===== src/hdl/dmem_pkg.sv =====
// ----------------------------
// Shared sizes and types for the data memory stage.
// Every RAM, I/O and pipeline block refers to these by scoped name.
// ----------------------------

package dmem_pkg;

    // ----------------------------
    // Sizes
    // ----------------------------

    // One machine word, as seen by the processor datapath
    localparam int word_width = 16;

    // Word address, covering the RAM and the I/O window at its top
    localparam int addr_width = 10;
    localparam int mem_depth = 1024;

    // The I/O window is a handful of words selected by the low address bits
    localparam int io_port_count = 4;
    localparam int io_port_addr_width = 2;

    // ----------------------------
    // Types
    // ----------------------------

    typedef logic [word_width-1:0] word_t;
    typedef logic [addr_width-1:0] addr_t;

    // One strobe bit per I/O port
    typedef logic [io_port_count-1:0] io_mask_t;

    // One word per I/O port, port 0 in the lowest slot
    typedef logic [io_port_count-1:0][word_width-1:0] io_words_t;

    // First address of the I/O window
    // A port index is the address minus this base
    localparam addr_t io_port_base_addr = addr_t'(1020);

endpackage


===== src/hdl/dmem_write_if.sv =====
// ----------------------------
// Registered write bundle from the first write stage.
// The write stage drives it, the RAM and the I/O ports listen.
// ----------------------------

`timescale 1ns/1ps

interface dmem_write_if;

    // RAM write enable, never active together with an I/O strobe
    logic mem_wren;

    // One strobe per I/O port, at most one bit set
    dmem_pkg::io_mask_t io_wren;

    // Target address and word, shared by the RAM and the I/O ports
    dmem_pkg::addr_t addr;
    dmem_pkg::word_t data;

    // The write stage owns every field
    modport source (
        output mem_wren,
        output io_wren,
        output addr,
        output data
    );

    // Consumers only read the bundle
    modport sink (
        input mem_wren,
        input io_wren,
        input addr,
        input data
    );

endinterface


===== src/hdl/dmem_io_ports.sv =====
// ----------------------------
// Second write stage for the memory-mapped I/O ports.
// Drives the per-port write strobes and holds the last word written
// to each port.
// ----------------------------

`timescale 1ns/1ps

module dmem_io_ports (
    input  logic                   clock,
    input  logic                   rst_n,
    dmem_write_if.sink             sink,
    output dmem_pkg::io_mask_t     io_wren,
    output dmem_pkg::io_words_t    io_write_data
);

    // ----------------------------
    // Write strobes
    // ----------------------------

    // The strobe leaves on the same edge that loads the port word,
    // so a device sees it together with the new value
    always_ff @(posedge clock) begin
        if (!rst_n) begin
            io_wren <= '0;
        end else begin
            io_wren <= sink.io_wren;
        end
    end

    // ----------------------------
    // Held output words
    // ----------------------------

    // Each slot loads the bundle word only when its own strobe is set
    // At most one strobe is set, so the bundle word can feed every slot
    always_ff @(posedge clock) begin
        if (!rst_n) begin
            io_write_data <= '0;
        end else begin
            for (int port = 0; port < dmem_pkg::io_port_count; port++) begin
                if (sink.io_wren[port]) begin
                    io_write_data[port] <= sink.data;
                end
            end
        end
    end

endmodule


===== src/flat_wrapper.sv =====
// flat-port wrapper written by rule: the top's interface ports become plain ports
module dmem_io_ports_flat 
  (clock, rst_n, io_wren, io_write_data, sink_mem_wren, sink_io_wren, sink_addr, sink_data);
  dmem_write_if sink_i ();
  input  logic clock;
  input  logic rst_n;
  output dmem_pkg::io_mask_t io_wren;
  output dmem_pkg::io_words_t io_write_data;
  input wire logic [$bits(sink_i.mem_wren)-1:0] sink_mem_wren;
  input wire logic [$bits(sink_i.io_wren)-1:0] sink_io_wren;
  input wire logic [$bits(sink_i.addr)-1:0] sink_addr;
  input wire logic [$bits(sink_i.data)-1:0] sink_data;
  assign sink_i.mem_wren = sink_mem_wren;
  assign sink_i.io_wren = sink_io_wren;
  assign sink_i.addr = sink_addr;
  assign sink_i.data = sink_data;
  dmem_io_ports u_core (.clock(clock), .rst_n(rst_n), .sink(sink_i), .io_wren(io_wren), .io_write_data(io_write_data));
endmodule

===== config.mk =====
export PLATFORM = sky130hd
export DESIGN_NAME = dmem_io_ports_flat
export DESIGN_NICKNAME = d
export VERILOG_FILES = /design/src/hdl/dmem_pkg.sv /design/src/hdl/dmem_write_if.sv /design/src/hdl/dmem_io_ports.sv /design/src/flat_wrapper.sv
export SDC_FILE = /design/constraint.sdc
export NUM_CORES = 1
export LEC_CHECK = 0
export BUFFER_PORTS_ARGS = -buffer_cell sky130_fd_sc_hd__clkbuf_2
export CAP_MARGIN = 40
export CORE_MARGIN = 5
export CORE_UTILIZATION = 45
export DETAILED_ROUTE_END_ITERATION = 12
export PLACE_DENSITY = 0.72
export RECOVER_POWER = 100
export SETUP_SLACK_MARGIN = 0.4
export SKIP_CTS_REPAIR_TIMING = 1
export SLEW_MARGIN = 20
export SYNTH_ARGS = -nofsm -noshare
export SYNTH_HDL_FRONTEND = slang
export SYNTH_SLANG_ARGS = --single-unit

===== constraint.sdc =====
create_clock -name clock -period 1.4 [get_ports clock]
set_clock_uncertainty 0.15 [all_clocks]
set_input_delay 0.28 -clock clock [delete_from_list [all_inputs] [get_ports clock]]
set_output_delay 0.28 -clock clock [all_outputs]
set_load 0.1 [all_outputs]

* After elaboration in Yosys (flattened, before gate mapping)
Index checks and enable logic that the tools add are counted.
** Storage, ports and cells
- Latch bits :: 0
- Memory bits (writable) :: 0
- Input port bits :: 33
- Flip-flop bits (word level) :: 68
- Output and inout bits :: 68
- Logic and storage cells :: 5
- Memories kept :: 0
- Bits in read-only memories :: 0
** Operators by class
- Divide/modulo/power cells :: 0
- Bitwise gates (word level) :: 0
- Add/sub/neg operators :: 0
- Muxes and demuxes :: 0
- Multipliers :: 0
- Shift operators :: 0
- $lt $le $gt $ge :: 0
- Reductions and logical operators :: 0
- Eq/ne operators :: 0

* Longest topological paths before layout
- Depth after elaboration :: 0
- Depth in mapped cells :: 4

* Worst setup path after synthesis
OpenSTA, ideal clock, no wires.
- Path type :: register to register
- Start point :: register, netlist name u_core.io_write_data[0]
- End point :: register u_core.io_write_data[0] (netlist bit)
- Slack :: -0.011 ns
- Stages on the path, launching flop included :: 3
- Data arrival time :: 1.194 ns
- Clock period less this slack :: 1.411 ns
- Path through :: dfxtp_1 -> mux2i_1 -> nor2b_1
** RTL lines
- to (signal, indexed assignment) :: RTL line dmem_io_ports.sv:43 : io_write_data[port] <= sink.data;
- to (decl) :: RTL line dmem_io_ports.sv:14 : output dmem_pkg::io_words_t io_write_data

* Worst setup path after layout
- Start point :: register u_core.io_write_data[59] (netlist bit)
- End point :: output port io_write_data[59] (netlist bit)
** RTL lines
- to (decl) :: RTL line flat_wrapper.sv:8 : output dmem_pkg::io_words_t io_write_data;
No word-level cell between the ends.

==> impl_metrics.ini <==
[place]
io_buffers = 89
placed_cell_area_mm2 = 0.004352
routabilityCongestion = 0.6694
post-dp-hpwl_mm = 4.775
dp_cells = 367

[global_route]
antenna_found_initial = 0
track_usage = 0.1869
grt_pass1_wl_mm = 10.30
gr-total-overflow = 0
grt_max_degree = 39
grt_pass1_vias = 1976

[floorplanning]
die_h_um = 85.87
floorplan.die_area_mm2 = 0.007373
ioPinCount = 101
initial_core_util = 0.4675
core-area_mm2 = 0.005540
num_rows = 27
die_x_um = 85.87

[critical_path]
cp_slowest_stage_delay_ps = 390
required_ps = 970
cp_top_family = flip-flops
worst_setup_path_start_kind = flip-flop
endpoint_kind = output port
cp_slowest_cell = dfxtp_1
worstPathArrival_ps = 910
worstPathMaxFanout = 2
worstPathCellList = buf_12
critPathKind = reg -> out
critPathBufInv = 1

[detailed_routing]
num_vias = 1828
dr.first_iter.drc_count = 35
drc = 0
via_per_inst = 4.748
dr.pass1.iters = 2
post_drt_wl_per_cell_um = 16.93
totalWireLength_mm = 6.518
ant_nets = 0

[finish]
drive_above_1_share = 0.5623
antenna_cells = 0
nNetsFinal = 341
instances_no_fill = 385
design_area_mm2 = 0.004041
syn_to_final_growth_pct = 56.04

[sta]
period_share = 0.9584
setup-tns-final_ps = 0
finalSetupViolations = 0
final-hold-violation-count = 0
fmax_mhz = 745.3
final_max_slew_viol_count = 0
worstMarginPinSlew_ps = 548.6
grt_setup_unrepaired = yes
max_slew_margin = 0.6343
hold_ws_ps = 110.8
post-route-min-period_ps = 1342

[cts]
h-tree-depth = 3
cts_buffer_depth = 2
clock_sinks = 68
numCtsBuffers = 9
cts_tree = built
root_buffer = clkbuf_8
clk_pin_slew_worst_paths_ps = 70
clk_latency_ps = 330

[pwr]
p_sw_frac = 0.3558
combPwrFrac = 0.296
power_density_mw_per_mm2 = 1258
vdd_drop_max_uv = 750.4
sequentialPowerShare = 0.412
p_sw_uw = 1809
p_int_uw = 3274
p_clk_frac = 0.292
p_leak_uw = 0.001787

[logic_synthesis]
ys_ff_latch = 68
syn-num-nets = 248
yosysSeqAreaShare = 0.5256
synthDistinctLibCells = 9
ys_warn_count = 0
synth_area_mm2 = 0.002590
syn_inst = 215
synth_area_per_cell_um2 = 12.05

[worst_hold_path]
hp-class = in -> reg

[status]
outcome = finished, final reports clean

[run]
cap_violations = 0
==> power groups by stage <==
stage | Combinational, µW | Sequential (µW) | Clock [µW]
after floorplan | 285 | 2940 | 0
after global placement | 1670 | 2160 | 0
after detailed placement | 1690 | 2170 | 0
after CTS | 1690 | 2130 | 1530
after global routing | 1560 | 2110 | 1620
final | 1510 | 2090 | 1480
==> registers in the layout, summed over array words and instances (netlist names) <==
register              count
u_core.io_write_data     64
u_core.io_wren            4
==> per-stage QoR <==
step | worst slack (ps) | power (µW) | utilization
6_report | 58.24 | 5083 | 0.7294
5_1_grt | 28.63 | 5291 | 0.7294
4_1_cts | 77.48 | 5354 | 0.8175
3_5_place_dp | 237.3 | 3861 | 0.7855
3_3_place_gp | 304.3 | 3827 | 0.7855
2_1_floorplan | 406.8 | 3224 | -
==> layer usage <==
metal,track usage,routed length [µm],share of wire
met1,0.1981,2575,0.40
met2,0.3287,3356,0.51
met3,0.07589,473,0.073
met4,0.07338,112,0.017
met5,0,0,0
==> cells in the mapped netlist, drive strengths merged <==
library cell | count | area [µm²]
mux2i | 64 | 640.6
buf | 11 | 142.6
nor2b | 64 | 400.4
dfxtp | 68 | 1361
and2 | 4 | 30.03
clkbuf | 4 | 15.01
==> cells by family after synthesis <==
group / Yosys count / synth area share
flip-flops: 68 / 0.5256
AND/OR/NAND/NOR: 68 / 0.1662
multiplexers: 64 / 0.2473
buffers and inverters: 15 / 0.06087
==> worst paths after layout <==
check                           startpoint                        to  slack (ps)  cells after the start
setup / recovery  u_core.io_write_data[59]         io_write_data[59]          60                      1
hold reg to reg   u_core.io_write_data[20]  u_core.io_write_data[20]         380                      2
setup reg to reg   u_core.io_write_data[8]   u_core.io_write_data[8]         420                      3
hold / removal               sink_data[12]  u_core.io_write_data[60]         110                      3
==> cell usage in the layout, fill, tap and decap left out <==
| cell type | instances |
|---|---|
| clkbuf_2 | 21 |
| buf_12 | 13 |
| buf_4 | 3 |
| and2_2 | 4 |
| buf_8 | 11 |
| buf_6 | 48 |
| mux2i_1 | 64 |
| clkinv_2 | 1 |
| dfxtp_1 | 3 |
| dfxtp_4 | 65 |
| nor2b_1 | 64 |
| clkbuf_8 | 9 |
| bufinv_16 | 1 |
| clkbuf_1 | 6 |
==> final cells by class <==
type / instances / area [µm²]
sequential: 68 / 1605
fill: 418 / 1499
timing repair buffer: 97 / 1097
multi-input combinational: 132 / 1071
clock buffer: 14 / 142.6
tap: 72 / 90.09
clock inverter: 2 / 35.03
(Power assumes the default switching activity.)
