[src/hdl/dmem_pkg.sv]
// ----------------------------
// Shared sizes and types for the data memory stage.
// Every RAM, I/O and pipeline block refers to these by scoped name.
// ----------------------------

package dmem_pkg;

    // ----------------------------
    // Sizes
    // ----------------------------

    // One machine word, as seen by the processor datapath
    localparam int word_width = 16;

    // Word address, covering the RAM and the I/O window at its top
    localparam int addr_width = 10;
    localparam int mem_depth = 1024;

    // The I/O window is a handful of words selected by the low address bits
    localparam int io_port_count = 4;
    localparam int io_port_addr_width = 2;

    // ----------------------------
    // Types
    // ----------------------------

    typedef logic [word_width-1:0] word_t;
    typedef logic [addr_width-1:0] addr_t;

    // One strobe bit per I/O port
    typedef logic [io_port_count-1:0] io_mask_t;

    // One word per I/O port, port 0 in the lowest slot
    typedef logic [io_port_count-1:0][word_width-1:0] io_words_t;

    // First address of the I/O window
    // A port index is the address minus this base
    localparam addr_t io_port_base_addr = addr_t'(1020);

endpackage

[src/hdl/dmem_read_stage.sv]
// ----------------------------
// Two-stage read pipeline of the data memory.
// Stage 1 starts the RAM read and captures the I/O word, stage 2 picks
// one of them and clears it when the read was not enabled.
// ----------------------------

`timescale 1ns/1ps

module dmem_read_stage (
    input  logic                  clock,
    input  logic                  rst_n,
    input  logic                  ior,
    input  logic                  cancel,
    input  logic                  read_enable,
    input  logic                  read_addr_is_io,
    input  dmem_pkg::addr_t       read_addr,
    input  dmem_pkg::io_words_t   io_read_data,
    output logic                  rden,
    input  dmem_pkg::word_t       mem_read_data,
    output dmem_pkg::word_t       read_data
);

    dmem_pkg::addr_t                            io_offset;
    logic [dmem_pkg::io_port_addr_width-1:0]    io_index;
    logic                                       read_enable_combined;
    dmem_pkg::word_t                            io_read_data_selected;
    logic                                       read_enable_stage2;
    logic                                       read_addr_is_io_stage2;
    dmem_pkg::word_t                            read_data_raw;

    // ----------------------------
    // Stage 1
    // ----------------------------

    // The RAM read is only turned off for I/O addresses
    // Decoding the full enable here would lengthen the address path, so
    // disabled reads are cleared in stage 2 instead
    assign rden = !read_addr_is_io;

    // The port index is the offset into the I/O window
    // Only its low bits matter, the flag from the previous stage says
    // whether the address really is in the window
    assign io_offset = read_addr - dmem_pkg::io_port_base_addr;
    assign io_index = io_offset[dmem_pkg::io_port_addr_width-1:0];

    // A read counts only for a live instruction that asked for it
    assign read_enable_combined = read_enable && ior && !cancel;

    // The I/O word is sampled on the same edge that the RAM takes the address,
    // so both sources line up for stage 2
    always_ff @(posedge clock) begin
        io_read_data_selected <= io_read_data[io_index];
    end

    // Control travels alongside the data into stage 2
    always_ff @(posedge clock) begin
        if (!rst_n) begin
            read_enable_stage2 <= 1'b0;
            read_addr_is_io_stage2 <= 1'b0;
        end else begin
            read_enable_stage2 <= read_enable_combined;
            read_addr_is_io_stage2 <= read_addr_is_io;
        end
    end

    // ----------------------------
    // Stage 2
    // ----------------------------

    // Choose between the captured I/O word and the RAM output,
    // then force zero for a disabled, annulled or cancelled read
    always_comb begin
        if (!read_enable_stage2) begin
            read_data_raw = '0;
        end else if (read_addr_is_io_stage2) begin
            read_data_raw = io_read_data_selected;
        end else begin
            read_data_raw = mem_read_data;
        end
    end

    always_ff @(posedge clock) begin
        if (!rst_n) begin
            read_data <= '0;
        end else begin
            read_data <= read_data_raw;
        end
    end

    // ----------------------------
    // Checks
    // ----------------------------

    // Whatever the RAM happens to hold, a read that was not enabled
    // must come out as zero on the next edge
    disabled_read_is_zero: assert property (
        @(posedge clock) disable iff (!rst_n)
        !read_enable_stage2 |=> (read_data == '0)
    ) else $error("Disabled read returned nonzero data");

endmodule

[config.mk]
export PLATFORM = sky130hd
export DESIGN_NAME = dmem_read_stage
export DESIGN_NICKNAME = d
export VERILOG_FILES = /design/src/hdl/dmem_pkg.sv /design/src/hdl/dmem_read_stage.sv
export SDC_FILE = /design/constraint.sdc
export NUM_CORES = 1
export LEC_CHECK = 0
export BUFFER_PORTS_ARGS = -buffer_cell sky130_fd_sc_hd__buf_2
export CAP_MARGIN = 5
export CORE_UTILIZATION = 39
export CTS_BUF_LIST = sky130_fd_sc_hd__clkbuf_4 sky130_fd_sc_hd__clkbuf_8
export CTS_CLUSTER_DIAMETER = 40
export DETAILED_ROUTE_END_ITERATION = 10
export PLACE_DENSITY = 0.77
export SLEW_MARGIN = 20
export SYNTH_ARGS = -nofsm -noshare
export SYNTH_HDL_FRONTEND = slang
export SYNTH_SLANG_ARGS = --single-unit
[constraint.sdc]
create_clock -name clock -period 1.6 [get_ports clock]
set_input_delay 0.4 -clock clock [delete_from_list [all_inputs] [get_ports clock]]
set_output_delay 0.4 -clock clock [all_outputs]
set_load 0.01 [all_outputs]
Word-level counts from Yosys, hierarchy flattened
Index checks and enable logic that the tools add are counted.

Flip-flop bits (word level): 34. Latch bits: 0. RAM bits: 0. Bits in read-only memories: 0. Bits of input ports: 96. Output and inout bits: 17. Memories: 0.

Add/sub/neg operators: 1. Multipliers: 0. Div/mod/pow operators: 0. Order comparisons: 1. Eq/ne operators: 0. Shift operators: 0. Mux-type cells: 3. Bitwise operators: 0. Reductions and logical operators: 5.

Operator list (number): 16-bit binary-select mux with 2-bit select (1); 16-bit 2-to-1 mux (2); 2-bit by 3-bit < comparator with 1-bit output, second input constant (1); 1-bit logical AND (2); 1-bit logical NOT (2); 2-bit AND reduction (1); 2-bit by 1-bit subtractor with 2-bit output, second input constant (1).

Longest topological paths before layout
Depth in word-level cells: 3. Depth in mapped cells: 4.

Worst setup path after synthesis
No wires, ideal clock.

Kind: input to register. Start: in read_addr[0]. End: reg io_read_data_selected[10]. Library setup time: 0.135 ns. Data arrival time: 1.130 ns. Required time: 1.465 ns. Path slack: 0.336 ns. Cell stages on the path: 3. Path through: buf_6 buf_12 mux4_2.

Longest elaborated chain between the ends: 3.

RTL lines: from (decl) (line dmem_read_stage.sv:16) `input dmem_pkg::addr_t read_addr,`; 2-bit by 1-bit subtractor with 2-bit output (line dmem_read_stage.sv:43) `assign io_offset = read_addr - dmem_pkg::io_port_base_addr;`; 16-bit binary-select mux with 2-bit select (line dmem_read_stage.sv:52) `io_read_data_selected <= io_read_data[io_index];`; 16-bit 2-to-1 mux (implied by the code) (line dmem_read_stage.sv:52); to (signal assigned) (line dmem_read_stage.sv:52); to (decl) (line dmem_read_stage.sv:26) `dmem_pkg::word_t io_read_data_selected;`.

No other way between the ends. The select of a mux whose other input is x is not followed. A chain may end at the register's enable or synchronous reset.

Worst setup path in the final report
Start: reg read_data[0]. End: out read_data[0].

RTL lines: from (decl) (line dmem_read_stage.sv:20) `output dmem_pkg::word_t read_data`; from (signal assigned) (line dmem_read_stage.sv:86) `read_data <= read_data_raw;`.

No word-level cell between the ends.

==> metrics.csv <==
stage,metric,value,unit
run_status,status,"complete, no violations",
clock_tree,CTS root buf,clkbuf_4,
placed_design,Placed Cells incl. Taps,238,
critical_path,Crit. Startpoint,read_data[0]$_SDFF_PN0_,
routing,routed via count,1114,
routing,drc violations,0,
critical_path,worst r2r dst,read_data[9]$_SDFF_PN0_,
clock_tree,# Post-CTS Setup Buffers,0,
routing,final WL,2970,microns
clock_tree,CTS tree,yes,
logic_synthesis,synthesis-stage register bit count,34,
logic_synthesis,"Seq/Total Area, Yosys",49.9,%
timing,Slew HR,68.8,%
critical_path,crit path DAT,790,ps
grt,vias in the first global route,1032,
grt,Overflow after GRT,0,
timing,Worst-Margin Slew,466,ps
logic_synthesis,Ys Warns,0,
clock_tree,post-cts resize count,0,
clock_tree,clk slew on worst S/H paths,100,ps
critical_path,FF-to-FF path depth,3,
logic_synthesis,Synth top area share,49.9,%
critical_path,CP max stage delay,330,ps
routing,TritonRoute pass-1 iters,4,
clock_tree,Num CTS Buffers,5,
logic_synthesis,post-synth top area cell,dfxtp_1,
clock_tree,Post-CTS Hold Fix Bufs,0,
placed_design,pre-CTS WS,154,ps
die,Initial Util,40.9,%
timing,final period utilization,74.6,%
clock_tree,CTS max path bufs,2,
grt,GRT Util Overall,17.1,%
logic_synthesis,Avg Inst Size Synth,14.7,sq um
logic_synthesis,Mapped Area,1370,sq um
die,IO Pins,113,
critical_path,Top delay family on crit path,flip-flops,
routing,Routed WL per cell,12.1,microns
critical_path,Setup crit end kind,output port,
power,power per cell area,893,nW/um^2
critical_path,r2r startpoint,read_addr_is_io_stage2$_SDFF_PN0_,
critical_path,"Slowest-stage cell, CP",dfxtp_1,
critical_path,CP endpoint,read_data[0],
grt,initial antenna violation count,0,
clock_tree,CTS Sinks,34,
critical_path,R2R setup slack,550,ps
routing,number of routed nets with antenna violations,0,
timing,Slew Limit Fails,0,
timing,post-layout min period,1190,ps
placed_design,IO Port Bufs,104,
worst_hold_path,worst min path class,in2reg,
die,Die Y,61.2,microns
finish,"commonest non-fill, non-tap cell in the layout",buf_2,
power,Leakage,1.01,nW
timing,RSZ-0062 raised after global routing,false,
critical_path,worst-path fanout max,1,
finish,area growth from synthesis to layout,47.1,%
die,core area,3340,sq um
critical_path,startpoint types,register,
die,die area,3740,sq um
die,chip width,61.2,microns
timing,"Hold Vio Cnt, Final",0,
critical_path,CP required,1200,ps
logic_synthesis,Synth Instances,93,
flow_run,max-cap violations,0,
finish,"commonest non-fill, non-tap cells in the layout","buf_2, dfxtp_1, mux2i_1, nor2_1, mux4_2",
critical_path,Buf/Inv on CP,1,
critical_path,Crit path depth,1,
timing,Post-Route Skew,13.4,ps
finish,# nets final,295,
finish,layout cells sized above 1,62.0,%
critical_path,CP Class,reg2out,
clock_tree,H-tree depth,2,
logic_synthesis,count of cell types in the netlist,14,
placed_design,HPWL Detailed,2530,microns
grt,largest net degree at the start of global routing,17,
finish,# diodes,0,
logic_synthesis,synth top area cells,"dfxtp_1, mux4_2, mux2i_1",
grt,first-pass GRT wire length,4440,microns
critical_path,worst-path cell chain,buf_2,
power,Worst VDD drop,418,uV
clock_tree,clock latency on the worst-skew pair,330,ps
routing,Initial DRC Count,22,
finish,fin cells,246,
logic_synthesis,Synth Net Count,189,
timing,hold_ws,277,ps
timing,final worst setup slack,407,ps
timing,maximum clock rate,0.838,GHz
die,Site Rows,21,
routing,vias per inst,4.53,
timing,# setup viols final,0,
timing,setup TNS,0,ps
placed_design,GPL Wtd Cong,0.696,
-- cells in the mapped netlist --
cell / instances
nor2_1: 16
and2_1: 1
buf_6: 1
clkbuf_1: 1
and4b_1: 1
nand2_1: 1
mux4_1: 6
buf_4: 1
buf_2: 3
dfxtp_1: 34
inv_1: 1
mux4_2: 10
buf_12: 1
mux2i_1: 16
-- how the worst min path moves through the flow --
stage / startpoint / endpoint / cells after the start
floorplan: io_read_data_selected[0]$_DFF_P_ / read_data[0]$_SDFF_PN0_ / 2
global placement: io_read_data_selected[15]$_DFF_P_ / read_data[15]$_SDFF_PN0_ / 2
detailed placement: io_read_data_selected[8]$_DFF_P_ / read_data[8]$_SDFF_PN0_ / 2
CTS: read_addr_is_io / read_addr_is_io_stage2$_SDFF_PN0_ / 2
global route: mem_read_data[14] / read_data[14]$_SDFF_PN0_ / 3
finish: read_addr_is_io / read_addr_is_io_stage2$_SDFF_PN0_ / 2
-- where the power goes --
group | internal (W) | switching [W] | leakage, nW
combinational | 0.000171 | 0.0000787 | 0.679
sequential | 0.000895 | 0.0000197 | 0.281
clock | 0.000365 | 0.000263 | 0.0463
-- metrics by stage --
| stage | power, W | cell area, sq um | util [%] |
|---|---|---|---|
| final | 0.00179 | 2010 | 60.2 |
| after detailed placement | 0.00119 | 1930 | 57.7 |
| after global placement | 0.00118 | 1930 | 57.7 |
| after CTS | 0.00182 | 2010 | 60.2 |
| after global routing | 0.00189 | 2010 | 60.2 |
| after floorplan | 0.00106 | 1370 | - |
-- registers in the layout (all words and copies together), names as in the netlist --
signal and count:
read_enable_stage2 1, read_addr_is_io_stage2 1, io_read_data_selected 16, read_data 16
-- metal layers --
metal  up-vias  wire [microns]  track usage, %
li1        558               -               -
met1       499            1160            20.5
met2        55            1570            28.1
met3         2             220            5.88
met4         0              20            6.82
met5         -               0               0
-- layout make-up --
cell class | instances | area, sq um
Fill cell | 294 | 1330
Multi-Input combinational cell | 51 | 623
Clock buffer | 7 | 52.6
Tap cell | 46 | 57.6
Timing Repair Buffer | 106 | 561
Sequential cell | 34 | 681
Inverter | 1 | 3.75
Clock inverter | 1 | 30.0
-- cells by family (layout without fill, tap and decap cells) --
group	Yosys count	after routing	share of synthesized area, %
buf+inv	8	115	4.49
mux	32	32	39.8
simple gates	19	19	5.87
flops	34	34	49.9
Power figures use the tool's default switching activity.
