[config.mk]
export PLATFORM = sky130hd
export DESIGN_NAME = dmem_write_stage_flat
export DESIGN_NICKNAME = d
export VERILOG_FILES = /design/src/hdl/dmem_pkg.sv /design/src/hdl/dmem_write_if.sv /design/src/hdl/dmem_write_stage.sv /design/src/flat_wrapper.sv
export SDC_FILE = /design/constraint.sdc
export NUM_CORES = 1
export LEC_CHECK = 0
export ABC_AREA = 1
export BUFFER_PORTS_ARGS = -buffer_cell sky130_fd_sc_hd__buf_2
export CAP_MARGIN = 20
export CORE_ASPECT_RATIO = 0.8
export CORE_UTILIZATION = 30
export DETAILED_ROUTE_END_ITERATION = 7
export PLACE_DENSITY = 0.74
export SKIP_LAST_GASP = 1
export SYNTH_ARGS = -nofsm -noshare
export SYNTH_HDL_FRONTEND = slang
export SYNTH_SLANG_ARGS = --single-unit
[constraint.sdc]
create_clock -name clock -period 0.8 [get_ports clock]
set_input_delay 0.04 -clock clock [delete_from_list [all_inputs] [get_ports clock]]
set_output_delay 0.04 -clock clock [all_outputs]
set_load 0.01 [all_outputs]
[src/hdl/dmem_pkg.sv]
// ----------------------------
// Shared sizes and types for the data memory stage.
// Every RAM, I/O and pipeline block refers to these by scoped name.
// ----------------------------

package dmem_pkg;

    // ----------------------------
    // Sizes
    // ----------------------------

    // One machine word, as seen by the processor datapath
    localparam int word_width = 16;

    // Word address, covering the RAM and the I/O window at its top
    localparam int addr_width = 10;
    localparam int mem_depth = 1024;

    // The I/O window is a handful of words selected by the low address bits
    localparam int io_port_count = 4;
    localparam int io_port_addr_width = 2;

    // ----------------------------
    // Types
    // ----------------------------

    typedef logic [word_width-1:0] word_t;
    typedef logic [addr_width-1:0] addr_t;

    // One strobe bit per I/O port
    typedef logic [io_port_count-1:0] io_mask_t;

    // One word per I/O port, port 0 in the lowest slot
    typedef logic [io_port_count-1:0][word_width-1:0] io_words_t;

    // First address of the I/O window
    // A port index is the address minus this base
    localparam addr_t io_port_base_addr = addr_t'(1020);

endpackage

[src/hdl/dmem_write_if.sv]
// ----------------------------
// Registered write bundle from the first write stage.
// The write stage drives it, the RAM and the I/O ports listen.
// ----------------------------

`timescale 1ns/1ps

interface dmem_write_if;

    // RAM write enable, never active together with an I/O strobe
    logic mem_wren;

    // One strobe per I/O port, at most one bit set
    dmem_pkg::io_mask_t io_wren;

    // Target address and word, shared by the RAM and the I/O ports
    dmem_pkg::addr_t addr;
    dmem_pkg::word_t data;

    // The write stage owns every field
    modport source (
        output mem_wren,
        output io_wren,
        output addr,
        output data
    );

    // Consumers only read the bundle
    modport sink (
        input mem_wren,
        input io_wren,
        input addr,
        input data
    );

endinterface

[src/hdl/dmem_write_stage.sv]
// ----------------------------
// First write stage of the data memory.
// Gates the write with the previous instruction's status, splits it into
// a RAM or an I/O write and registers the result onto the write bundle.
// ----------------------------

`timescale 1ns/1ps

module dmem_write_stage (
    input  logic               clock,
    input  logic               rst_n,
    input  logic               ior_previous,
    input  logic               cancel_previous,
    input  logic               write_enable,
    input  logic               write_addr_is_io,
    input  dmem_pkg::addr_t    write_addr,
    input  dmem_pkg::word_t    write_data,
    dmem_write_if.source       source
);

    logic                                       write_enable_gated;
    dmem_pkg::addr_t                            io_offset;
    logic [dmem_pkg::io_port_addr_width-1:0]    io_index;
    dmem_pkg::io_mask_t                         io_wren_raw;
    logic                                       mem_wren_raw;

    // ----------------------------
    // Enable and decode
    // ----------------------------

    // The write belongs to the previous instruction, so its annul and
    // cancel flags decide whether the write happens at all
    assign write_enable_gated = write_enable && ior_previous && !cancel_previous;

    // Port index is the offset into the I/O window
    assign io_offset = write_addr - dmem_pkg::io_port_base_addr;
    assign io_index = io_offset[dmem_pkg::io_port_addr_width-1:0];

    // An I/O write sets exactly one strobe bit
    // A RAM write takes every address outside the I/O window, which also
    // keeps the RAM from burning power on I/O accesses
    always_comb begin
        io_wren_raw = '0;
        mem_wren_raw = 1'b0;
        if (write_enable_gated) begin
            if (write_addr_is_io) begin
                io_wren_raw = dmem_pkg::io_mask_t'(1) << io_index;
            end else begin
                mem_wren_raw = 1'b1;
            end
        end
    end

    // ----------------------------
    // Bundle registers
    // ----------------------------

    // Enables are control state and clear on reset
    always_ff @(posedge clock) begin
        if (!rst_n) begin
            source.mem_wren <= 1'b0;
            source.io_wren <= '0;
        end else begin
            source.mem_wren <= mem_wren_raw;
            source.io_wren <= io_wren_raw;
        end
    end

    // Address and data only matter when an enable is set
    always_ff @(posedge clock) begin
        source.addr <= write_addr;
        source.data <= write_data;
    end

    // ----------------------------
    // Checks
    // ----------------------------

    // The decode must never address two I/O ports at once
    io_strobe_onehot: assert property (
        @(posedge clock) disable iff (!rst_n)
        $onehot0(source.io_wren)
    ) else $error("More than one I/O write strobe set");

endmodule

[src/flat_wrapper.sv]
// flat-port wrapper written by rule: the top's interface ports become plain ports
module dmem_write_stage_flat 
  (clock, rst_n, ior_previous, cancel_previous, write_enable, write_addr_is_io, write_addr, write_data, source_mem_wren, source_io_wren, source_addr, source_data);
  dmem_write_if source_i ();
  input  logic clock;
  input  logic rst_n;
  input  logic ior_previous;
  input  logic cancel_previous;
  input  logic write_enable;
  input  logic write_addr_is_io;
  input  dmem_pkg::addr_t write_addr;
  input  dmem_pkg::word_t write_data;
  output wire logic [$bits(source_i.mem_wren)-1:0] source_mem_wren;
  output wire logic [$bits(source_i.io_wren)-1:0] source_io_wren;
  output wire logic [$bits(source_i.addr)-1:0] source_addr;
  output wire logic [$bits(source_i.data)-1:0] source_data;
  assign source_mem_wren = source_i.mem_wren;
  assign source_io_wren = source_i.io_wren;
  assign source_addr = source_i.addr;
  assign source_data = source_i.data;
  dmem_write_stage u_core (.clock(clock), .rst_n(rst_n), .ior_previous(ior_previous), .cancel_previous(cancel_previous), .write_enable(write_enable), .write_addr_is_io(write_addr_is_io), .write_addr(write_addr), .write_data(write_data), .source(source_i));
endmodule
# Word level (Yosys, flattened, before mapping)
# Cells that the tools add are included.
[op_classes]
addsub = 1
n_shift = 1
n_mux = 1
reduce_logical = 5
[op_table]
columns = ["op", "n"]
rows = [
  ["$shl A1 B2 Y4 const A", 1],
  ["$reduce_and A3 Y1", 1],
  ["$logic_and A1 B1 Y1", 2],
  ["$reduce_and A2 Y1", 1],
  ["$sub A2 B1 Y2 const B", 1],
  ["$logic_not A1 Y1", 1],
  ["$mux W1", 1],
]
[word_totals]
register_bits = 31
input_bits = 32
output_inout_bits = 31

# Logic depth before layout (Yosys ltp)
# Gate-level depths: netlist of the first run.
[logic_depth]
ltp_word = 3
depth_mapped = 4

# Worst setup path before layout of the first run
# Ideal clock, no wire load.
[synth_timing]
path_type = "input-to-reg"
startpoint = "in write_enable"
endpoint = "reg u_core.source.io_wren[0]"
setup_time_ns = 0.064
arrival_time_ns = 0.348
required_ns = 0.736
path_slack_ns = 0.388
cell_stages = 4
path_cell_list = "nand2_1 nor2_2 nand3_1 nor2_1"
[synth_between]
elab_chain_cells = 3
[synth_lines]
columns = ["item", "line_no", "rtl"]
rows = [
  ["start: declaration", "flat_wrapper.sv:9", "input logic write_enable;"],
  ["$logic_and A1 B1 Y1 (2 in series)", "dmem_write_stage.sv:33", "assign write_enable_gated = write_enable && ior_previous && !cancel_previous;"],
  ["$reduce_and A3 Y1 (no line)", "n/a", ""],
  ["end signal: assignment", "dmem_write_stage.sv:65", "source.io_wren <= io_wren_raw;"],
  ["end: declaration", "dmem_write_if.sv:23", "output io_wren,"],
]
# Every way passes these cells.
# A chain may end at the register's enable or synchronous reset.

# Final worst setup path of the first run
[layout_timing]
startpoint = "reg u_core.source.data[2]"
endpoint = "out source_data[2]"
[layout_lines]
columns = ["item", "line_no", "rtl"]
rows = [
  ["start: declaration", "dmem_write_if.sv:25", "output data"],
  ["start signal: assignment", "dmem_write_stage.sv:72", "source.data <= write_data;"],
  ["end: declaration", "flat_wrapper.sv:16", "output wire logic [$bits(source_i.data)-1:0] source_data;"],
]
# No word-level cell between the ends.

==> flow_summary.json, run 1 <==
{
  "yosysSeqAreaShare_pct": 91.5,
  "firstDrtPassIters": 3,
  "synth_flop_cell": "dfxtp_1",
  "final_layout_size_suffix_gt1_share_pct": 65.7,
  "cp_slowest_cell": "dfxtp_1",
  "arrival_ns": 0.79,
  "port_buffers": 62,
  "grt_max_degree": 10,
  "fmax_mhz": 1200,
  "synth_commonest_cells": "dfxtp_1 (31), nor2_1 (5), inv_1 (3), nand2_1 (3), nand3_1 (2)",
  "finalMaxSlewViolations": 0,
  "ant_nets": 0,
  "critPathTopFamily": "flip-flops",
  "drc": 0,
  "cellPowerDensity_nw_per_um2": 1890,
  "cts_tree": "done",
  "clockBufferDepth": 2,
  "outcome": "complete, but fails checks",
  "hold_viol": 0,
  "critPathMaxFanout": 1,
  "die_area_um2": 2460,
  "relSlewSlack_pct": 92.8,
  "syn_area_um2": 678,
  "vdd_drop_max_mv": 1.52,
  "synth-seq-cells": 31,
  "criticalPathCategory": "reg -> out",
  "grt_pass1_vias": 672,
  "cts_sinks": 31,
  "yosys-top-cells-area": "dfxtp_1 (92%), nor2_1 (2.8%), inv_1 (1.7%)",
  "cp_num_buf_inv": 1,
  "synth_edf_count": 0,
  "synth_cell_type_count": 6,
  "critPathLaunchType": "flip-flop",
  "finalSetupTns_ns": -0.116,
  "holdPathStages": 5,
  "post-dp-hpwl_um": 1050,
  "grtUsageTotal_pct": 16.2,
  "die_height_um": 44.5,
  "fp.dieW_um": 55.2,
  "p_leak_nw": 0.740,
  "failed_checks": "negative setup slack",
  "gp_congestion": 0.580,
  "wire_per_inst_um": 14.2,
  "placed_cells": 132,
  "coreArea_um2": 2140,
  "htreeDepth": 2,
  "min_period_over_period_pct": 104,
  "rsz0062_at_grt": "yes",
  "worstPathCellList": "buf_2",
  "synth.largest_area_cell": "dfxtp_1",
  "drt_iter0_markers": 5,
  "final-setup-viol-count": 11,
  "end_kind": "output port",
  "drt-total-wl_um": 2390,
  "overflow": 0,
  "start_util_pct": 31.7,
  "grt_pass1_wl_um": 2660,
  "cts_buffers": 5,
  "crit_cells": 1,
  "antenna_found_initial": 0,
  "cts.clk_slew.worst_paths_ns": 0.08,
  "stdcell_count": 168,
  "fin_util_pct": 71.8,
  "core.rowCount": 15,
  "worstMarginPinSlew_ns": 0.107,
  "final_nets": 175,
  "syn_avg_cell_area_um2": 15.1,
  "synthCells": 45,
  "num_antenna_cells": 0,
  "synth_fp_nets": 77,
  "hold_path_class": "in -> reg",
  "required_ns": 0.76,
  "worst_hold_slack_ns": 0.0865,
  "vias_per_cell": 4.05,
  "drv_cap": 0,
  "yosysWarnings": 0,
  "syn_to_final_growth_pct": 127,
  "fin_ws_ns": -0.0336,
  "synth_top_area_share_pct": 91.5,
  "synth_most_common_cell": "dfxtp_1",
  "ioPinCount": 63,
  "cpPeakStageDelay_ns": 0.34,
  "synth-async-reset-ratio_pct": 0,
  "finalCriticalPeriod_ns": 0.834,
  "vias": 681,
  "cts_root_buf": "clkbuf_4"
}
-- per-layer routing --
metal,vias up,global-route usage (%),part of all wire [%]
li1,329,-,-
met1,305,12.7,35
met2,45,31.1,54
met3,2,8.93,11
met4,0,7.50,0.71
met5,-,0,0
-- sequential cells by signal, summed over array words and instances, names as in the netlist --
signal,count
u_core.source.data,16
u_core.source.addr,10
u_core.source.io_wren,4
u_core.source.mem_wren,1
-- timing repair --
item / in CTS / in global routing
setup endpoints to repair: 14 / 34
resized for setup: 6 / 39
pin swaps: 0 / 2
endpoints found under the hold margin: 30 / 0
hold buffers: 29 / 0
setup buffers: 0 / 0
-- placed cells by master, fill, tap and decap left out --
master	n
nor2_1	3
dlygate4sd3_1	29
dfxtp_2	20
nand3_2	2
nand2_1	3
clkbuf_8	1
buf_2	42
buf_6	20
nor2_2	2
inv_1	3
clkbuf_4	5
clkinv_2	1
dfxtp_1	11
nor2_4	1
-- where the power goes --
part           total, mW  leakage, nW  internal [mW]  switching, mW
clock              0.884       0.0341          0.407          0.477
combinational      0.371        0.444          0.243          0.128
sequential          1.65        0.262           1.62         0.0313
total               2.91        0.740           2.27          0.636
-- final cells by class --
| type | instances | area (um2) |
|---|---|---|
| repair buffers | 91 | 726 |
| flip-flops and latches | 31 | 646 |
| fillers | 135 | 603 |
| multi-input cells | 11 | 66.3 |
| clock buffers | 6 | 51.3 |
| well taps | 25 | 31.3 |
| inverters | 3 | 11.3 |
| clock inverters | 1 | 5.00 |
-- metrics by stage --
stage,area (um2),power (mW),worst slack (ns)
final,1540,2.91,-0.0336
after global routing,1540,3.07,-0.0849
after CTS,1390,2.84,-0.0168
after detailed placement,1020,1.86,0.214
after global placement,1020,1.85,0.282
after floorplan,678,1.72,0.388
-- path summary, 6_finish.rpt --
kind,from,slack (ns),endpoint
setup / recovery,u_core.source.data[2],-0.03,source_data[2]
hold / removal,ior_previous,0.09,u_core.source.mem_wren
-- cells by family after synthesis --
family / after synthesis / synth area share (%)
buffers and inverters: 3 / 1.66
flip-flops: 31 / 91.5
AND/OR/NAND/NOR: 11 / 6.83
No activity file was read; power rests on OpenSTA's default activity.
==> run 2: changes to the inputs <==
--- a/config.mk
+++ b/config.mk
@@ -5,13 +5,12 @@
 export SDC_FILE = /design/constraint.sdc
 export NUM_CORES = 1
 export LEC_CHECK = 0
-export ABC_AREA = 1
 export BUFFER_PORTS_ARGS = -buffer_cell sky130_fd_sc_hd__buf_2
 export CAP_MARGIN = 20
 export CORE_ASPECT_RATIO = 0.8
-export CORE_UTILIZATION = 30
+export CORE_UTILIZATION = 31
 export DETAILED_ROUTE_END_ITERATION = 7
-export PLACE_DENSITY = 0.74
+export PLACE_DENSITY = 0.75
 export SKIP_LAST_GASP = 1
 export SYNTH_ARGS = -nofsm -noshare
 export SYNTH_HDL_FRONTEND = slang
==> flow_summary.json, run 2 <==
{
  "reg_top3": "u_core.source.data x16, u_core.source.addr x10, u_core.source.io_wren x4",
  "ioPinCount": 63,
  "use_met1_pct": 9.94,
  "drc": 0,
  "overflow": 0,
  "clockBufferDepth": 2,
  "final-setup-viol-count": 1,
  "placed_cell_area_um2": 1040,
  "synth-seq-cells": 31,
  "cts_sinks": 31,
  "grt_max_degree": 10,
  "met3_usage_pct": 8.93,
  "grtUsageTotal_pct": 16.5,
  "fin_ws_ns": -0.00627,
  "syn_to_final_growth_pct": 110,
  "coreArea_um2": 2000,
  "vias": 668,
  "drv_cap": 0,
  "placed_cells": 126,
  "crit_start": "u_core.source.addr[9]",
  "num_antenna_cells": 0,
  "synth_most_common_cell": "dfxtp_1",
  "rsz0062_at_grt": "yes",
  "htreeDepth": 2,
  "cts_tree": "done",
  "wire_per_inst_um": 11.5,
  "critPathMaxFanout": 1,
  "fmax_mhz": 1240,
  "vias_per_cell": 4.15,
  "pre_cts_ws_ns": 0.136,
  "synth_top_area_share_pct": 88.9,
  "grt_pass1_wl_um": 2570,
  "die_height_um": 44.4,
  "synth-async-reset-ratio_pct": 0,
  "cp_slowest_cell": "dfxtp_2",
  "cellPowerDensity_nw_per_um2": 2030,
  "yosysWarnings": 0,
  "grt_pass1_vias": 687,
  "gp_congestion": 0.659,
  "required_ns": 0.76,
  "use_met2_pct": 33.0,
  "failed_checks": "negative setup slack",
  "fp.dieW_um": 55.1,
  "firstDrtPassIters": 3,
  "cp_num_buf_inv": 1,
  "synth_cell_type_count": 7,
  "core.rowCount": 14,
  "synth_edf_count": 0,
  "antenna_found_initial": 0,
  "synth_commonest_cells": "dfxtp_1 (31), nand2_1 (2), nor2_1 (2), nor3_1 (2)",
  "worstMarginPinSlew_ns": 0.192,
  "die_area_um2": 2450,
  "synth.largest_area_cell": "dfxtp_1",
  "yosys-top-cells-area": "dfxtp_1 (89%), nand4b_4 (3.4%), nor4b_4 (3.4%)",
  "critPathTopFamily": "flip-flops",
  "finalCriticalPeriod_ns": 0.806,
  "cts.clk_slew.worst_paths_ns": 0.09,
  "drt-total-wl_um": 1850,
  "ant_nets": 0,
  "top_register": "u_core.source.data",
  "mostFrequentLayoutCell": "buf_2",
  "synthCells": 40,
  "port_buffers": 62,
  "p_leak_nw": 0.719,
  "synth_fp_nets": 72,
  "criticalPathCategory": "reg -> out",
  "final_nets": 168,
  "cpPeakStageDelay_ns": 0.33,
  "outcome": "complete, but fails checks",
  "cts_root_buf": "clkbuf_4",
  "min_period_over_period_pct": 101,
  "stdcell_count": 161,
  "drt_iter0_markers": 3,
  "largest_reg_flops": 16,
  "start_util_pct": 35.0,
  "syn_avg_cell_area_um2": 17.5,
  "cts_buffers": 5,
  "worstHoldStart": "rst_n",
  "layout_common_cells": "buf_2 (50), dlygate4sd3_1 (27), dfxtp_1 (19)",
  "finalMaxSlewViolations": 0,
  "top_usage_layer": "met2",
  "critPathLaunchType": "flip-flop",
  "worstPathCellList": "buf_6",
  "syn_area_um2": 698,
  "hold_viol": 0,
  "end_kind": "output port",
  "relSlewSlack_pct": 87.1,
  "synth_flop_cell": "dfxtp_1",
  "post-dp-hpwl_um": 1040,
  "final_layout_size_suffix_gt1_share_pct": 60.6,
  "worst_hold_slack_ns": 0.0261,
  "yosysSeqAreaShare_pct": 88.9,
  "arrival_ns": 0.77,
  "hold_path_class": "in -> reg",
  "stdcell_area_um2": 1470,
  "vdd_drop_max_mv": 1.38
}
run 2: cell types whose count changed in the layout (fill, tap and decap cells not counted), sizes merged:
cell         change
nand2            -1
nand3            -1
dlygate4sd3      -2
nor4b            +1
nor3             +2
inv              -3
clkbuf           +2
clkinv           -1
nor2             -4
nand4b           +1
run 2: per-stage QoR:
stage | util (%) | TNS (ns) | power [mW]
after floorplan | - | 0 | 1.72
after global placement | 52.0 | 0 | 1.86
after detailed placement | 52.0 | 0 | 1.87
after CTS | 69.0 | -0.280 | 2.97
after global routing | 73.5 | -1.03 | 3.13
final | 73.5 | -0.00627 | 2.97
run 2: path summary, 6_finish.rpt:
kind | end | slack [ns] | depth (start not counted)
worst max-delay path | source_addr[9] | -0.006 | 1
worst min-delay path | u_core.source.mem_wren | 0.03 | 3
run 2: power by group:
part | internal [mW] | switching (mW) | leakage, nW
Clock | 0.516 | 0.474 | 0.0386
Sequential | 1.62 | 0.0216 | 0.261
Combinational | 0.224 | 0.119 | 0.419
run 2: cell families (layout without fill, tap and decap cells):
kind of cell / Yosys count / in the layout / share of synthesized area (%)
DFF: 31 / 31 / 88.9
and+or+nand+nor: 9 / 9 / 11.1
buffers and inverters: 0 / 97 / 0
run 2: layer usage:
| metal | routed length, um | up-vias |
|---|---|---|
| met3 | 225 | 9 |
| met1 | 518 | 293 |
| li1 | - | 320 |
| met2 | 1040 | 46 |
| met4 | 65 | 0 |
| met5 | 0 | - |
run 2: what timing repair did:
| item | 4_1_cts | 5_1_grt |
|---|---|---|
| setup buffers | 0 | 0 |
| hold endpoints to repair | 31 | 0 |
| resized for setup | 0 | 24 |
| setup endpoints to repair | 31 | 31 |
| hold buffers | 27 | 0 |
run 2: cell type report:
| type | instances | area (um2) |
|---|---|---|
| tap | 24 | 30.0 |
| multi-input combinational | 9 | 77.6 |
| clock buffer | 8 | 68.8 |
| sequential | 31 | 636 |
| fill | 143 | 529 |
| timing repair buffer | 89 | 656 |
==> run 3: changes to the inputs <==
--- a/config.mk
+++ b/config.mk
@@ -8,9 +8,9 @@
 export BUFFER_PORTS_ARGS = -buffer_cell sky130_fd_sc_hd__buf_2
 export CAP_MARGIN = 20
 export CORE_ASPECT_RATIO = 0.8
-export CORE_UTILIZATION = 31
+export CORE_UTILIZATION = 34
 export DETAILED_ROUTE_END_ITERATION = 7
-export PLACE_DENSITY = 0.75
+export PLACE_DENSITY = 0.78
 export SKIP_LAST_GASP = 1
 export SYNTH_ARGS = -nofsm -noshare
 export SYNTH_HDL_FRONTEND = slang
==> constraint.sdc (replaced) <==
create_clock -name clock -period 0.89 [get_ports clock]
set_input_delay 0.089 -clock clock [delete_from_list [all_inputs] [get_ports clock]]
set_output_delay 0.089 -clock clock [all_outputs]
set_load 0.01 [all_outputs]
==> flow_summary.json, run 3 (synthesis gave the netlist of run 2 again) <==
{
  "coreArea_um2": 1910,
  "placed_cells": 126,
  "grt_max_degree": 10,
  "arrival_ns": 0.78,
  "syn_to_final_growth_pct": 111,
  "outcome": "complete, no violations",
  "grt_pass1_vias": 688,
  "rsz0062_at_grt": "yes",
  "post-dp-hpwl_um": 1030,
  "end_kind": "output port",
  "critPathLaunchType": "flip-flop",
  "overflow": 0,
  "cellPowerDensity_nw_per_um2": 1730,
  "p_leak_nw": 0.715,
  "num_antenna_cells": 0,
  "use_met1_pct": 16.2,
  "cp_slowest_cell": "dfxtp_1",
  "final_layout_size_suffix_gt1_share_pct": 62.0,
  "drt-total-wl_um": 2190,
  "cts_sinks": 31,
  "holdPathStages": 3,
  "worstPathCellList": "buf_2",
  "stdcell_count": 161,
  "final_nets": 168,
  "layout_common_cells": "buf_2 (47), dlygate4sd3_1 (27), dfxtp_1 (16)",
  "vias": 666,
  "fmax_mhz": 1150,
  "pre_cts_ws_ns": 0.169,
  "drv_cap": 0,
  "cts_tree": "done",
  "met3_usage_pct": 15.6,
  "cp_num_buf_inv": 1,
  "finalMaxSlewViolations": 0,
  "crit_cells": 1,
  "cpPeakStageDelay_ns": 0.33,
  "cts.clk_slew.worst_paths_ns": 0.10,
  "mostFrequentLayoutCell": "buf_2",
  "top_usage_layer": "met2",
  "grt_pass1_wl_um": 2750,
  "worstMarginPinSlew_ns": 0.182,
  "ant_nets": 0,
  "htreeDepth": 2,
  "worst_hold_slack_ns": 0.0776,
  "cts_buffers": 5,
  "drc": 0,
  "antenna_found_initial": 0,
  "hold_viol": 0,
  "vdd_drop_max_mv": 1.19,
  "finalCriticalPeriod_ns": 0.872,
  "reg_top3": "u_core.source.data x16, u_core.source.addr x10, u_core.source.io_wren x4",
  "drt_iter0_markers": 4,
  "start_util_pct": 36.6,
  "relSlewSlack_pct": 87.8,
  "post_cts_buffers": 0,
  "critPathMaxFanout": 1,
  "firstDrtPassIters": 3,
  "required_ns": 0.80,
  "core.rowCount": 14,
  "final-setup-viol-count": 0,
  "grtUsageTotal_pct": 19.3,
  "wire_per_inst_um": 13.6,
  "use_met2_pct": 31.9,
  "largest_reg_flops": 16,
  "criticalPathCategory": "reg -> out",
  "cts_root_buf": "clkbuf_4",
  "ioPinCount": 63,
  "critPathTopFamily": "flip-flops",
  "die_area_um2": 2240,
  "top_register": "u_core.source.data",
  "fp.dieW_um": 52.7,
  "die_height_um": 42.5,
  "min_period_over_period_pct": 97.9,
  "hold_path_class": "in -> reg",
  "clockBufferDepth": 2,
  "port_buffers": 62,
  "vias_per_cell": 4.14,
  "gp_congestion": 0.685,
  "fin_ws_ns": 0.0183
}
run 3: cell types whose count changed in the layout (fill, tap and decap cells not counted):
cell | previous run | this run
dfxtp_2 | 12 | 15
dfxtp_1 | 19 | 16
clkbuf_1 | 1 | 2
buf_6 | 12 | 15
clkbuf_8 | 2 | 0
clkinv_2 | 0 | 1
buf_2 | 50 | 47
run 3: routing by layer:
metal / up-vias / share of wire, %
li1: 319 / -
met1: 295 / 34
met2: 45 / 53
met3: 7 / 10
met4: 0 / 2.4
met5: - / 0
run 3: final cells by class:
class / count / area [um2]
clock inverters: 1 / 5.00
well taps: 24 / 30.0
clock buffers: 7 / 45.0
flip-flops and latches: 31 / 639
fillers: 115 / 438
multi-input cells: 9 / 77.6
repair buffers: 89 / 674
run 3: what timing repair did:
item                       4_1_cts  5_1_grt
hold buffers                    27        0
setup endpoints to repair        0       26
hold endpoints to repair        29        0
gates resized for setup          0       30
run 3: through the flow:
step | area, um2 | power, mW | setup TNS [ns] | utilization (%)
after floorplan | 698 | 1.55 | 0 | -
after global placement | 1040 | 1.68 | 0 | 54.4
after detailed placement | 1040 | 1.68 | 0 | 54.4
after CTS | 1360 | 2.51 | 0 | 71.2
after global routing | 1470 | 2.66 | -0.0601 | 77.1
final | 1470 | 2.55 | 0 | 77.1
run 3: path summary, 6_finish.rpt:
path              slack, ns                   from                        to
setup / recovery       0.02  u_core.source.addr[0]            source_addr[0]
hold / removal         0.08                  rst_n  u_core.source.io_wren[0]
run 3: power breakdown:
part | leakage, nW | switching, mW | total, mW | internal (mW)
Combinational | 0.424 | 0.113 | 0.320 | 0.207
Clock | 0.0293 | 0.440 | 0.748 | 0.307
Sequential | 0.261 | 0.0236 | 1.48 | 1.46
Total | 0.715 | 0.577 | 2.55 | 1.97
